[src/source/ao_timer_pkg.sv]
// ######################################
// Always-on timer shared definitions
// Bus structs, register map, address split
// ######################################

package ao_timer_pkg;

  localparam int unsigned ADDR_W = 8;
  localparam int unsigned DATA_W = 32;

  // Timer index in addr[7:4] and register word in addr[3:2]
  localparam int unsigned REG_LSB = 2;
  localparam int unsigned IDX_LSB = 4;
  localparam int unsigned REG_W   = IDX_LSB - REG_LSB;
  localparam int unsigned IDX_W   = ADDR_W - IDX_LSB;

  // Register word offsets
  localparam logic [REG_W-1:0] REG_CTRL    = 2'd0;
  localparam logic [REG_W-1:0] REG_COUNT   = 2'd1;
  localparam logic [REG_W-1:0] REG_COMPARE = 2'd2;
  localparam logic [REG_W-1:0] REG_STATUS  = 2'd3;

  // CTRL fields
  localparam int unsigned CTRL_ENABLE_BIT = 0;
  localparam int unsigned CTRL_IRQ_EN_BIT = 1;

  // Single-cycle request strobe
  typedef struct packed {
    logic              valid;
    logic              write;
    logic [ADDR_W-1:0] addr;
    logic [DATA_W-1:0] wdata;
  } reg_req_t;

  // Response one cycle after the request
  typedef struct packed {
    logic              valid;
    logic              error;
    logic [DATA_W-1:0] rdata;
  } reg_rsp_t;

endpackage : ao_timer_pkg
[src/source/ao_timer_subsystem.sv]
// ######################################
// AO timer subsystem top level
// Decoder, timer array, response merge
// ######################################

`timescale 1ns/1ps

module ao_timer_subsystem #(
  parameter int unsigned NUM_TIMERS = 4
) (
  input  logic                   clk_i,
  input  logic                   arst_n_i,
  input  ao_timer_pkg::reg_req_t req_i,
  output ao_timer_pkg::reg_rsp_t rsp_o,
  output logic [NUM_TIMERS-1:0]  irq_o,
  output logic                   irq_any_o
);

  logic [NUM_TIMERS-1:0]  tmr_sel;
  logic                   dec_err;
  ao_timer_pkg::reg_rsp_t tmr_rsp [NUM_TIMERS];
  logic [NUM_TIMERS-1:0]  tmr_irq;

  ao_reg_decoder #(
    .NUM_TIMERS(NUM_TIMERS)
  ) ao_reg_decoder_i (
    .req_i    (req_i),
    .sel_o    (tmr_sel),
    .dec_err_o(dec_err)
  );

  // All timers see the common request and only the selected one acts
  generate
    for (genvar i = 0; i < NUM_TIMERS; i++) begin : gen_timers
      ao_timer ao_timer_i (
        .clk_i   (clk_i),
        .arst_n_i(arst_n_i),
        .req_i   (req_i),
        .sel_i   (tmr_sel[i]),
        .rsp_o   (tmr_rsp[i]),
        .irq_o   (tmr_irq[i])
      );
    end
  endgenerate

  ao_rsp_collector #(
    .NUM_TIMERS(NUM_TIMERS)
  ) ao_rsp_collector_i (
    .clk_i    (clk_i),
    .arst_n_i (arst_n_i),
    .dec_err_i(dec_err),
    .tmr_rsp_i(tmr_rsp),
    .tmr_irq_i(tmr_irq),
    .rsp_o    (rsp_o),
    .irq_o    (irq_o),
    .irq_any_o(irq_any_o)
  );

endmodule : ao_timer_subsystem

[src/source/ao_rsp_collector.sv]
// ######################################
// AO response collector
// Merges timer responses and interrupts
// ######################################

`timescale 1ns/1ps

module ao_rsp_collector #(
  parameter int unsigned NUM_TIMERS = 4
) (
  input  logic                   clk_i,
  input  logic                   arst_n_i,
  input  logic                   dec_err_i,
  input  ao_timer_pkg::reg_rsp_t tmr_rsp_i [NUM_TIMERS],
  input  logic [NUM_TIMERS-1:0]  tmr_irq_i,
  output ao_timer_pkg::reg_rsp_t rsp_o,
  output logic [NUM_TIMERS-1:0]  irq_o,
  output logic                   irq_any_o
);

  logic                   err_q;
  ao_timer_pkg::reg_rsp_t merged;

  // Error response lines up with the registered timer responses
  always_ff @(posedge clk_i or negedge arst_n_i) begin
    if (!arst_n_i) begin
      err_q <= 1'b0;
    end else begin
      err_q <= dec_err_i;
    end
  end

  // At most one source is valid per cycle and idle ones drive zero
  always_comb begin
    merged = '{valid: err_q, error: err_q, rdata: '0};
    for (int i = 0; i < NUM_TIMERS; i++) begin
      merged = ao_timer_pkg::reg_rsp_t'(merged | tmr_rsp_i[i]);
    end
  end

  assign rsp_o = merged;

  assign irq_o     = tmr_irq_i;
  assign irq_any_o = |tmr_irq_i;

endmodule : ao_rsp_collector

[src/source/ao_timer.sv]
// ######################################
// AO timer slave
// Counter, compare, sticky expiry, regs
// ######################################

`timescale 1ns/1ps

module ao_timer (
  input  logic                   clk_i,
  input  logic                   arst_n_i,
  input  ao_timer_pkg::reg_req_t req_i,
  input  logic                   sel_i,
  output ao_timer_pkg::reg_rsp_t rsp_o,
  output logic                   irq_o
);

  logic [ao_timer_pkg::REG_W-1:0]  reg_off;
  logic                            wr_en;
  logic                            rd_en;
  logic                            hit;

  logic                            enable_q;
  logic                            irq_en_q;
  logic                            expired_q;
  logic                            expired_d;
  logic [ao_timer_pkg::DATA_W-1:0] count_q;
  logic [ao_timer_pkg::DATA_W-1:0] count_d;
  logic [ao_timer_pkg::DATA_W-1:0] compare_q;

  logic [ao_timer_pkg::DATA_W-1:0] rdata_mux;
  logic [ao_timer_pkg::DATA_W-1:0] rsp_rdata_q;
  logic                            rsp_valid_q;

  assign reg_off = req_i.addr[ao_timer_pkg::IDX_LSB-1:ao_timer_pkg::REG_LSB];
  assign wr_en   = sel_i && req_i.write;
  assign rd_en   = sel_i && !req_i.write;

  // Compare match only counts while running
  assign hit = enable_q && (count_q == compare_q);

  always_comb begin
    count_d = count_q;
    if (wr_en && reg_off == ao_timer_pkg::REG_COUNT) begin
      count_d = req_i.wdata;
    end else if (hit) begin
      count_d = '0;
    end else if (enable_q) begin
      count_d = count_q + 1'b1;
    end
  end

  // Sticky W1C flag where a fresh expiry beats the clear
  always_comb begin
    expired_d = expired_q;
    if (hit) begin
      expired_d = 1'b1;
    end else if (wr_en && reg_off == ao_timer_pkg::REG_STATUS && req_i.wdata[0]) begin
      expired_d = 1'b0;
    end
  end

  always_ff @(posedge clk_i or negedge arst_n_i) begin
    if (!arst_n_i) begin
      enable_q  <= 1'b0;
      irq_en_q  <= 1'b0;
      compare_q <= '0;
    end else if (wr_en) begin
      if (reg_off == ao_timer_pkg::REG_CTRL) begin
        enable_q <= req_i.wdata[ao_timer_pkg::CTRL_ENABLE_BIT];
        irq_en_q <= req_i.wdata[ao_timer_pkg::CTRL_IRQ_EN_BIT];
      end
      if (reg_off == ao_timer_pkg::REG_COMPARE) begin
        compare_q <= req_i.wdata;
      end
    end
  end

  always_ff @(posedge clk_i or negedge arst_n_i) begin
    if (!arst_n_i) begin
      count_q   <= '0;
      expired_q <= 1'b0;
    end else begin
      count_q   <= count_d;
      expired_q <= expired_d;
    end
  end

  // Read mux sees the values before this cycle's write
  always_comb begin
    rdata_mux = '0;
    case (reg_off)
      ao_timer_pkg::REG_CTRL: begin
        rdata_mux[ao_timer_pkg::CTRL_ENABLE_BIT] = enable_q;
        rdata_mux[ao_timer_pkg::CTRL_IRQ_EN_BIT] = irq_en_q;
      end
      ao_timer_pkg::REG_COUNT:   rdata_mux = count_q;
      ao_timer_pkg::REG_COMPARE: rdata_mux = compare_q;
      ao_timer_pkg::REG_STATUS:  rdata_mux[0] = expired_q;
    endcase
  end

  // Zero data when idle so the collector can OR
  always_ff @(posedge clk_i or negedge arst_n_i) begin
    if (!arst_n_i) begin
      rsp_valid_q <= 1'b0;
      rsp_rdata_q <= '0;
    end else begin
      rsp_valid_q <= sel_i;
      rsp_rdata_q <= rd_en ? rdata_mux : '0;
    end
  end

  assign rsp_o = '{valid: rsp_valid_q, error: 1'b0, rdata: rsp_rdata_q};

  assign irq_o = expired_q && irq_en_q;

endmodule : ao_timer

[src/source/ao_reg_decoder.sv]
// ######################################
// AO register bus decoder
// Index field to one-hot timer select
// ######################################

`timescale 1ns/1ps

module ao_reg_decoder #(
  parameter int unsigned NUM_TIMERS = 4
) (
  input  ao_timer_pkg::reg_req_t  req_i,
  output logic [NUM_TIMERS-1:0]   sel_o,
  output logic                    dec_err_o
);

  logic [ao_timer_pkg::IDX_W-1:0] idx;
  logic                           in_range;

  assign idx = req_i.addr[ao_timer_pkg::ADDR_W-1:ao_timer_pkg::IDX_LSB];

  // Only place where the index range is tested
  assign in_range = (int'(idx) < NUM_TIMERS);

  generate
    for (genvar i = 0; i < NUM_TIMERS; i++) begin : gen_sel
      assign sel_o[i] = req_i.valid && in_range &&
                        (idx == ao_timer_pkg::IDX_W'(i));
    end
  endgenerate

  // Collector answers an out of range index with an error
  assign dec_err_o = req_i.valid && !in_range;

endmodule : ao_reg_decoder

[config.mk]
export PLATFORM = sky130hd
export DESIGN_NAME = ao_timer_subsystem
export DESIGN_NICKNAME = d
export VERILOG_FILES = /design/src/source/ao_timer_pkg.sv /design/src/source/ao_timer_subsystem.sv /design/src/source/ao_rsp_collector.sv /design/src/source/ao_timer.sv /design/src/source/ao_reg_decoder.sv
export SDC_FILE = /design/constraint.sdc
export NUM_CORES = 1
export LEC_CHECK = 0
export BUFFER_PORTS_ARGS = -buffer_cell sky130_fd_sc_hd__clkbuf_2
export CAP_MARGIN = 30
export CORE_UTILIZATION = 56
export CTS_CLUSTER_DIAMETER = 150
export DETAILED_ROUTE_END_ITERATION = 16
export PLACE_DENSITY = 0.76
export SYNTH_ARGS = -nofsm -noshare
export SYNTH_HDL_FRONTEND = slang
export SYNTH_SLANG_ARGS = --single-unit
[constraint.sdc]
create_clock -name clk_i -period 2.2 [get_ports clk_i]
set_input_delay 0.11 -clock clk_i [delete_from_list [all_inputs] [get_ports clk_i]]
set_output_delay 0.11 -clock clk_i [all_outputs]
set_load 0.005 [all_outputs]
Word-level counts from Yosys, hierarchy flattened

Cells that the tools add are included.

$lt $le $gt $ge: 1
Bitwise gates (word level): 4
Eq/ne operators: 10
Reduce and logical (&&, ||, !) cells: 55
$add $sub $neg: 4
Muxes and demuxes: 36

Operators with widths:

| kind                                                        | count |
|---|---|
| 2-to-1 mux 32 bit                                           | 16 |
| one-hot mux 30 bit (2 select lines)                         | 4 |
| OR 34 bit                                                   | 4 |
| adder 32 x 1 -> 32 bit (second input constant)              | 4 |
| == test 32 bit                                              | 4 |
| logical AND 1 bit                                           | 34 |
| one-hot mux 1 bit (4 select lines)                          | 4 |
| AND reduction 2 bit                                         | 8 |
| one-hot mux 1 bit (3 select lines)                          | 4 |
| nonzero test 3 bit                                          | 4 |
| == test 4 x 2 -> 1 bit (second input constant)              | 2 |
| 2-to-1 mux 1 bit                                            | 8 |
| nonzero test 2 bit                                          | 4 |
| == test 2 bit (second input constant)                       | 2 |
| == test 4 x 1 -> 1 bit (second input constant)              | 1 |
| zero test 4 bit                                             | 1 |
| less-than comparator 4 x 3 -> 1 bit (second input constant) | 1 |
| OR reduction 4 bit                                          | 1 |
| == test 2 x 1 -> 1 bit (second input constant)              | 1 |
| zero test 1 bit                                             | 2 |
| zero test 2 bit                                             | 1 |

Output and inout bits: 39
Word-level logic and storage cells: 139
Bits of input ports: 44
Register bits after elaboration: 401

Depth between registers and ports, before layout

Gate-level depths: netlist of run 1.

Depth in word-level cells: 8
Depth in mapped cells: 10

Hierarchy

A second synthesis of run 1 with hierarchy kept.

Cell total of the unflattened synthesis: 2,154
Area, all modules: 21,289.2 µm²

By module, submodules not included:

| module                                   | instances | area an instance (µm²) | cells each |
|---|---|---|---|
| ao_timer at gen_timers[1].ao_timer_i ... | 3         | 5,247.5                | 531 |
| ao_timer at gen_timers[0].ao_timer_i     | 1         | 5,159.9                | 511 |
| ao_rsp_collector                         | 1         | 327.8                  | 44 |
| ao_reg_decoder                           | 1         | 58.8                   | 6 |

Worst setup path after synthesis of run 1

Ideal clock, no wire load.

Path kind: register to register
Start point: reg gen_timers[2].ao_timer_i.count_q[0] in the netlist's numbering
End point: reg gen_timers[2].ao_timer_i.count_q[30] in the netlist's numbering
Data arrival time: 2,122 ps
Library setup time: 120 ps
Clock period less this slack: 2,242 ps
Slack: -42 ps
Path buffers: 1
Cell stages (with the launch flop): 9
Cell sequence: dfrtp_1 > ha_1 > nand3_1 > or4_1 > buf_2 > or4_4 > o211a_1 > o21ai_1 > nand2_1

Longest elaborated chain between the ends: 4

RTL lines:

| element                                                  | line                           | RTL |
|---|---|---|
| start, declared                                          | ao_timer.sv:26                 | `logic [ao_timer_pkg::DATA_W-1:0] count_q;` |
| start signal, assigned                                   | ao_timer.sv:83                 | `count_q <= count_d;` |
| adder 32 x 1 -> 32 bit or == test 32 bit (tied branches) | ao_timer.sv:48, ao_timer.sv:39 |  |
| 2-to-1 mux 32 bit or logical AND 1 bit (tied branches)   | ao_timer.sv:47, ao_timer.sv:39 |  |
| 2-to-1 mux 32 bit                                        | ao_timer.sv:45                 | `end else if (hit) begin` |
| 2-to-1 mux 32 bit                                        | ao_timer.sv:43                 | `if (wr_en && reg_off == ao_timer_pkg::REG_COUNT) begin` |

Several ways; a longest one is shown, not always the timed one. The select of a mux whose other input is x is not followed.
A chain may end at the register's enable or synchronous reset.

Final worst setup path of run 1

Start point: reg gen_timers[0].ao_timer_i.count_q[1] in the netlist's numbering
End point: reg gen_timers[0].ao_timer_i.count_q[30] in the netlist's numbering

Longest elaborated chain between the ends: 4

RTL lines:

| element                                                  | line |
|---|---|
| start, declared                                          | ao_timer.sv:26 |
| start signal, assigned                                   | ao_timer.sv:83 |
| adder 32 x 1 -> 32 bit or == test 32 bit (tied branches) | ao_timer.sv:48, ao_timer.sv:39 |
| 2-to-1 mux 32 bit or logical AND 1 bit (tied branches)   | ao_timer.sv:47, ao_timer.sv:39 |
| 2-to-1 mux 32 bit                                        | ao_timer.sv:45 |
| 2-to-1 mux 32 bit                                        | ao_timer.sv:43 |

Several ways; a longest one is shown, not always the timed one. The select of a mux whose other input is x is not followed.

==> results.sh, run 1 <==
export IMPL_final_cells=2974
export IMPL_skew_ns=0.0213
export IMPL_numCtsBuffers=44
export IMPL_synth_area_sq_um=21100
export IMPL_violations="negative setup slack"
export IMPL_cpMostUsedCell="buf_4"
export IMPL_ant_nets=0
export IMPL_tightest_slew_ns=0.660
export IMPL_p_switching_mw=6.24
export IMPL_p_per_area_nw_per_um2=786
export IMPL_layout_nets=2490
export IMPL_status="complete, but fails checks"
export IMPL_core_area_sq_um=36900
export IMPL_grt_max_degree=98
export IMPL_synth_avg_cell_area_sq_um=9.82
export IMPL_grt_setup_unrepaired="yes"
export IMPL_crit_required_ns=2.67
export IMPL_wl_met2_mm=32.3
export IMPL_cts_root_buf="clkbuf_16"
export IMPL_antenna_found_initial=0
export IMPL_setup_tns_final_ns=-0.321
export IMPL_crit_path_max_fanout=4
export IMPL_cp_cell_sequence="buf_4 > ha_4 > and3_4 > nand4_1 > buf_4 > or4_4 > and3_1 > o21ai_0 > nand2_1"
export IMPL_wl_met3_mm=8.35
export IMPL_hp_class="primary input to asynchronous set/reset pin"
export IMPL_pwr_share_clk_pct=36.6
export IMPL_yosysTopAreaCell="dfrtp_1"
export IMPL_pin_count=83
export IMPL_die_x_microns=196
export IMPL_cp_end_kind="flip-flop"
export IMPL_gp_congestion=0.994
export IMPL_synth_edf_count=0
export IMPL_yosysUniqueCellTypes=66
export IMPL_place_hpwl_mm=53.8
export IMPL_worst_ir_drop_vdd_uv=726
export IMPL_postSynthCellCount=2148
export IMPL_top_layer="met4"
export IMPL_netSwitchingFraction_pct=30.0
export IMPL_dr_pass1_iters=6
export IMPL_grt_pass1_vias=18427
export IMPL_holdWs_ns=0.0199
export IMPL_intPower_mw=14.5
export IMPL_seqPwrFrac_pct=41.1
export IMPL_fp_dieArea_sq_um=38400
export IMPL_insertion_delay_ns=0.59
export IMPL_finalMaxSlewViolations=0
export IMPL_grt_util_all_layers_pct=39.5
export IMPL_p_leak_nw=11.8
export IMPL_period_share_pct=105
export IMPL_slowest_delay_ns=0.43
export IMPL_cts_tree="done"
export IMPL_yosysMostFrequentCell="dfrtp_1"
export IMPL_setup_viol=11
export IMPL_wl_per_cell_microns=25.3
export IMPL_clkTransAtPathRegs_ns=0.06
export IMPL_clockBufferDepth=3
export IMPL_grt_pass1_wl_mm=113
export IMPL_final_util_pct=71.7
export IMPL_clock_sinks=401
export IMPL_syn_nets=2202
export IMPL_synth_seq_cells=401
export IMPL_combPwrFrac_pct=22.3
export IMPL_slew_headroom_pct=55.9
export IMPL_drcViolationCount=0
export IMPL_std_cell_rows=70
export IMPL_ys_async_sr_fraction_pct=100
export IMPL_overflow=0
export IMPL_first_iter_violations=2305
export IMPL_ys_seq_area_share_pct=47.6
export IMPL_viasPerCell=6.47
export IMPL_synth_top_area_share_pct=47.6
export IMPL_die_height_microns=196
export IMPL_cp_slowest_cell="or4_4"
export IMPL_place_inst=2853
export IMPL_power_mw=20.8
export IMPL_synth_area_leaders="dfrtp_1 48%, mux2_2 7.3%, nor2_1 4.6%"
export IMPL_setup_ws_ns=-0.113
export IMPL_hold_viol_final=0
export IMPL_portBuffers=80
export IMPL_antennaDiodeCount=0
export IMPL_fin_crit_ns=2.31
export IMPL_cp_arrival_ns=2.78
export IMPL_max_clock_freq_ghz=0.432
export IMPL_vias=19237
export IMPL_htree_levels=2
export IMPL_maxCapViolCount=0
export IMPL_synth_commonest_cells="401 x dfrtp_1, 258 x nor2_1, 137 x nand2_1, 136 x mux2_2, 135 x clkbuf_1"
export IMPL_synth_main_ff_cell="dfrtp_1"
export IMPL_drive_gt1_share_pct=28.9
export IMPL_area_growth_pct=25.4
export IMPL_yosysWarnings=0
export IMPL_start_util_pct=57.2
export IMPL_critPathLaunchType="flip-flop"
export IMPL_wl_met1_mm=31.1
export IMPL_drt_wl_total_mm=75.1
export IMPL_worst_r2r_path_depth=9
export IMPL_worstSetupPathType="flip-flop to flip-flop"
[timing repair]
| action | CTS | global route |
|---|---|---|
| resized for setup | 44 | 91 |
| pin swaps | 30 | 37 |
| endpoints found under the hold margin | 519 | 0 |
| buffers inserted | 5 | 4 |
| endpoints found under the setup margin | 73 | 111 |
| hold buffers | 33 | 0 |
[cells by family after synthesis]
group,Yosys count,synth area share [%]
and+or+nand+nor,877,21.5
DFF,401,47.6
AOI/OAI and AO/OA,334,11.5
buffers and inverters,213,4.21
xor gates and xnor gates,175,7.27
muxes,138,7.36
adders and majority gates,10,0.593
[per-stage QoR]
step	area (sq um)	setup slack [ns]
2_1_floorplan	21100	-0.0273
3_3_place_gp	23900	-0.233
3_5_place_dp	23900	-0.215
4_1_cts	26000	-0.0432
5_1_grt	26400	-0.122
6_report	26400	-0.113
[sequential cells by signal, indices dropped and copies added, names as in the netlist]
register / count
ao_rsp_collector_i.err_q: 1
gen_timers.ao_timer_i.compare_q: 128
gen_timers.ao_timer_i.count_q: 128
gen_timers.ao_timer_i.enable_q: 4
gen_timers.ao_timer_i.expired_q: 4
gen_timers.ao_timer_i.irq_en_q: 4
gen_timers.ao_timer_i.rsp_rdata_q: 128
gen_timers.ao_timer_i.rsp_valid_q: 4
[worst max-delay path, delay by kind of cell, from the launching register on]
family | cells | cell delay [ns]
DFF | 1 | 0.37
and+or+nand+nor | 5 | 1.14
adders and majority gates | 1 | 0.13
buffers and inverters | 2 | 0.41
AOI/OAI and AO/OA | 1 | 0.15
[placed cells by master (no fill, tap or decap), types with 29 or more instances in the layout]
cell type / instances
a21oi_1: 39
a22oi_1: 121
and3_1: 45
buf_4: 281
clkbuf_16: 45
clkbuf_2: 79
dfrtp_1: 395
dlygate4sd3_1: 33
mux2_2: 135
nand2_1: 137
nand3_1: 68
nand4_1: 94
nor2_1: 252
nor3_1: 78
o21ai_0: 29
o31ai_1: 37
or4_1: 39
xnor2_1: 101
xor2_1: 62
[layer usage]
layer  GRT usage [%]  vias to the layer above
li1                -                     8389
met1            56.8                     9520
met2            57.2                     1118
met3            9.16                      210
met4            16.9                        0
met5               0                        -
[power by group through the flow]
stage	logic, mW	registers (mW)	clock network (mW)
floorplan	2.17	8.51	0
global placement	4.12	8.60	0
detailed placement	4.20	8.63	0
CTS	4.39	8.50	7.69
global route	4.91	8.60	7.95
finish	4.64	8.54	7.61
[final cells by class]
cell class | count | area (sq um)
repair buffers | 430 | 3420
inverters | 25 | 96.3
multi-input cells | 1534 | 10800
clock buffers | 62 | 1300
well taps | 504 | 631
clock inverters | 18 | 183
fillers | 2700 | 10400
flip-flops and latches | 401 | 10000
[worst paths after layout]
| check | endpoint | from | slack (ns) |
|---|---|---|---|
| setup / recovery | gen_timers[0].ao_timer_i.count_q[30]$_DFFE_PN0P_ | gen_timers[0].ao_timer_i.count_q[1]$_DFFE_PN0P_ | -0.11 |
| hold / removal | gen_timers[2].ao_timer_i.rsp_rdata_q[25]$_DFF_PN0_ | arst_n_i | 0.02 |
| setup reg to reg | gen_timers[0].ao_timer_i.count_q[30]$_DFFE_PN0P_ | gen_timers[0].ao_timer_i.count_q[1]$_DFFE_PN0P_ | -0.11 |
| hold reg to reg | gen_timers[0].ao_timer_i.irq_en_q$_DFFE_PN0P_ | gen_timers[0].ao_timer_i.irq_en_q$_DFFE_PN0P_ | 0.54 |
| max in group asynchronous | gen_timers[0].ao_timer_i.count_q[7]$_DFFE_PN0P_ | arst_n_i | 1.34 |
| min in group clk_i | gen_timers[0].ao_timer_i.count_q[6]$_DFFE_PN0P_ | req_i[6] | 0.02 |
Note: power is estimated with default switching activity, not from simulation.
==> inputs of run 2 (changes only) <==
--- a/config.mk
+++ b/config.mk
@@ -5,12 +5,13 @@
 export SDC_FILE = /design/constraint.sdc
 export NUM_CORES = 1
 export LEC_CHECK = 0
+export ABC_AREA = 1
 export BUFFER_PORTS_ARGS = -buffer_cell sky130_fd_sc_hd__clkbuf_2
 export CAP_MARGIN = 30
-export CORE_UTILIZATION = 56
+export CORE_UTILIZATION = 57
 export CTS_CLUSTER_DIAMETER = 150
 export DETAILED_ROUTE_END_ITERATION = 16
-export PLACE_DENSITY = 0.76
+export PLACE_DENSITY = 0.77
 export SYNTH_ARGS = -nofsm -noshare
 export SYNTH_HDL_FRONTEND = slang
 export SYNTH_SLANG_ARGS = --single-unit
==> run 2 against run 1 <==
The run now ends clean. Cell count rose by 42%. Global-route usage grew 5.2 points. First-iteration DRC count grew 43%. Critical path type is now primary input to flip-flop. Largest power group unchanged.
==> results.sh, run 2 <==
export IMPL_wl_per_cell_microns=22.8
export IMPL_tightest_slew_ns=0.907
export IMPL_setup_viol=0
export IMPL_synth_seq_cells=401
export IMPL_ys_seq_area_share_pct=41.6
export IMPL_ant_nets=0
export IMPL_yosysWarnings=0
export IMPL_vias=24670
export IMPL_period_share_pct=94.6
export IMPL_p_switching_mw=9.50
export IMPL_max_clock_freq_ghz=0.480
export IMPL_synth_edf_count=0
export IMPL_synth_area_sq_um=24100
export IMPL_layout_nets=3699
export IMPL_cp_slowest_cell="dlygate4sd3_1"
export IMPL_crit_required_ns=2.63
export IMPL_seqPwrFrac_pct=40.0
export IMPL_clkTransAtPathRegs_ns=0.06
export IMPL_yosysUniqueCellTypes=34
export IMPL_clockBufferDepth=3
export IMPL_worst_ir_drop_vdd_uv=688
export IMPL_met3_usage_pct=12.3
export IMPL_grt_max_degree=82
export IMPL_grt_util_all_layers_pct=44.6
export IMPL_rrSetupSlack_ns=0.20
export IMPL_hp_class="primary input to flip-flop"
export IMPL_yosysTopAreaCell="dfrtp_1"
export IMPL_postSynthCellCount=3549
export IMPL_start_util_pct=58.4
export IMPL_use_met1_pct=55.2
export IMPL_yosysMostFrequentCell="nand2_1"
export IMPL_gp_congestion=1.07
export IMPL_synth_area_leaders="dfrtp_1 42%, nand2_1 20%, inv_1 7.7%"
export IMPL_status="completed"
export IMPL_reg2reg_to="gen_timers[0].ao_timer_i.count_q[26]$_DFFE_PN0P_"
export IMPL_met2_usage_pct=68.2
export IMPL_fp_dieArea_sq_um=43100
export IMPL_cts_root_buf="clkbuf_16"
export IMPL_grt_setup_unrepaired="no"
export IMPL_p_per_area_nw_per_um2=912
export IMPL_die_x_microns=208
export IMPL_reg2reg_from="gen_timers[0].ao_timer_i.count_q[0]$_DFFE_PN0P_"
export IMPL_grt_pass1_vias=23700
export IMPL_finalMaxSlewViolations=0
export IMPL_area_growth_pct=13.3
export IMPL_htree_levels=2
export IMPL_final_common_cell="nand2_1"
export IMPL_grt_pass1_wl_mm=143
export IMPL_busiest_layer="met2"
export IMPL_worstSetupPathType="primary input to flip-flop"
export IMPL_numCtsBuffers=44
export IMPL_drt_wl_total_mm=95.9
export IMPL_fin_crit_ns=2.08
export IMPL_path_buf_inv=3
export IMPL_min_to="gen_timers[3].ao_timer_i.expired_q$_DFFE_PN0P_"
export IMPL_final_cell_mix="1269 x nand2_1, 495 x inv_1, 401 x dfrtp_1"
export IMPL_holdPathStages=4
export IMPL_syn_nets=3603
export IMPL_cp_arrival_ns=2.52
export IMPL_maxCapViolCount=0
export IMPL_crit_family="buffers and inverters"
export IMPL_synth_commonest_cells="1269 x nand2_1, 495 x inv_1, 401 x dfrtp_1, 304 x nor2_1, 178 x nand3_1"
export IMPL_drive_gt1_share_pct=9.00
export IMPL_synth_main_ff_cell="dfrtp_1"
export IMPL_insertion_delay_ns=0.59
export IMPL_skew_ns=0.0187
export IMPL_antenna_found_initial=7
export IMPL_combPwrFrac_pct=28.6
export IMPL_path_depth=8
export IMPL_cp_cell_sequence="dlygate4sd3_1 > clkbuf_2 > nor2_2 > nand2_2 > nor3_4 > nand3_1 > buf_4 > a21oi_1"
export IMPL_setup_ws_ns=0.118
export IMPL_std_cell_rows=74
export IMPL_cts_tree="done"
export IMPL_min_from="req_i[0]"
export IMPL_hold_viol_final=0
export IMPL_worst_r2r_path_depth=10
export IMPL_drcViolationCount=0
export IMPL_pwr_share_clk_pct=31.4
export IMPL_place_ws_ns=0.158
export IMPL_critPathLaunchType="primary input"
export IMPL_fillCellCount=3631
export IMPL_ys_async_sr_fraction_pct=100
export IMPL_synth_top_area_share_pct=41.6
export IMPL_core_area_sq_um=41300
export IMPL_dr_pass1_iters=6
export IMPL_crit_path_max_fanout=19
export IMPL_top_regs="gen_timers.ao_timer_i.compare_q (128), gen_timers.ao_timer_i.count_q (128), gen_timers.ao_timer_i.rsp_rdata_q (128)"
export IMPL_overflow=0
export IMPL_clock_sinks=401
export IMPL_p_leak_nw=13.4
export IMPL_pin_count=83
export IMPL_portBuffers=80
export IMPL_place_hpwl_mm=69.2
export IMPL_synth_avg_cell_area_sq_um=6.79
export IMPL_holdWs_ns=0.0433
export IMPL_die_height_microns=208
export IMPL_cp_end_kind="flip-flop"
export IMPL_viasPerCell=5.85
export IMPL_slowest_delay_ns=0.55
export IMPL_intPower_mw=15.4
export IMPL_first_iter_violations=3289
export IMPL_setup_tns_final_ns=0
export IMPL_slew_headroom_pct=39.4
export IMPL_netSwitchingFraction_pct=38.2
-- run 2: worst max-delay path by stage --
stage	end	slack, ns	startpoint
4_1_cts	gen_timers[0].ao_timer_i.count_q[20]$_DFFE_PN0P_	0.22	gen_timers[0].ao_timer_i.count_q[0]$_DFFE_PN0P_
3_3_place_gp	gen_timers[0].ao_timer_i.rsp_rdata_q[13]$_DFF_PN0_	0.24	req_i[34]
2_1_floorplan	gen_timers[2].ao_timer_i.count_q[26]$_DFFE_PN0P_	0.60	gen_timers[2].ao_timer_i.count_q[1]$_DFFE_PN0P_
3_5_place_dp	gen_timers[0].ao_timer_i.rsp_rdata_q[13]$_DFF_PN0_	0.16	req_i[34]
5_1_grt	gen_timers[0].ao_timer_i.count_q[26]$_DFFE_PN0P_	0.07	gen_timers[0].ao_timer_i.count_q[0]$_DFFE_PN0P_
6_report	gen_timers[0].ao_timer_i.rsp_rdata_q[13]$_DFF_PN0_	0.12	req_i[38]
-- run 2: worst register-to-register path, delay by kind of cell (launching register included) --
kind / cells / cell delay [ns]
adders and majority gates: 1 / 0.21
xor gates and xnor gates: 1 / 0.14
buffers and inverters: 1 / 0.06
and+or+nand+nor: 7 / 1.01
DFF: 1 / 0.47
-- run 2: power by group through the flow --
| stage | sequential (mW) | combinational, mW | clock, mW |
|---|---|---|---|
| CTS | 9.85 | 6.95 | 7.82 |
| floorplan | 9.01 | 5.17 | 0 |
| global placement | 9.95 | 6.73 | 0 |
| global route | 10.0 | 7.87 | 8.11 |
| finish | 9.95 | 7.12 | 7.83 |
| detailed placement | 9.96 | 6.86 | 0 |
-- run 2: repair_timing --
item	in CTS	in global routing
buffers inserted	0	0
hold buffers	10	0
endpoints found under the hold margin	62	0
resized for setup	0	1
endpoints found under the setup margin	0	1
-- run 2: cells by family after synthesis --
group                      after synthesis  share of synthesized area, %
and+or+nand+nor                       1878                          31.8
DFF                                    401                          41.6
adders and majority gates               10                         0.519
AOI/OAI and AO/OA                      426                          9.37
buffers and inverters                  686                          11.3
xor gates and xnor gates               148                          5.38
-- run 2: area by class of cell --
cell class	count	area, sq um	area share, %
antenna	3	7.51	0.0275
clock buffer	60	1280	4.70
clock inverter	20	234	0.857
inverter	501	1880	6.89
multi-input combinational	2462	11400	41.7
sequential	401	10000	36.7
tap	532	666	2.44
timing repair buffer	235	1810	6.63
-- run 2: per-stage QoR --
stage | total power [mW] | util [%] | cell area, sq um | cells
after floorplan | 14.2 | - | 24100 | 3549
after global placement | 16.7 | 62.2 | 25700 | 4121
after detailed placement | 16.8 | 62.2 | 25700 | 4121
after CTS | 24.6 | 66.1 | 27300 | 4211
after global routing | 26.0 | 66.1 | 27300 | 4211
final | 24.9 | 66.1 | 27300 | 4214
-- run 2: layer usage --
| metal | share of wire, % | vias to the layer above |
|---|---|---|
| li1 | - | 11179 |
| met1 | 36 | 11511 |
| met2 | 44 | 1597 |
| met3 | 12 | 371 |
| met4 | 7.7 | 12 |
| met5 | 0.069 | - |
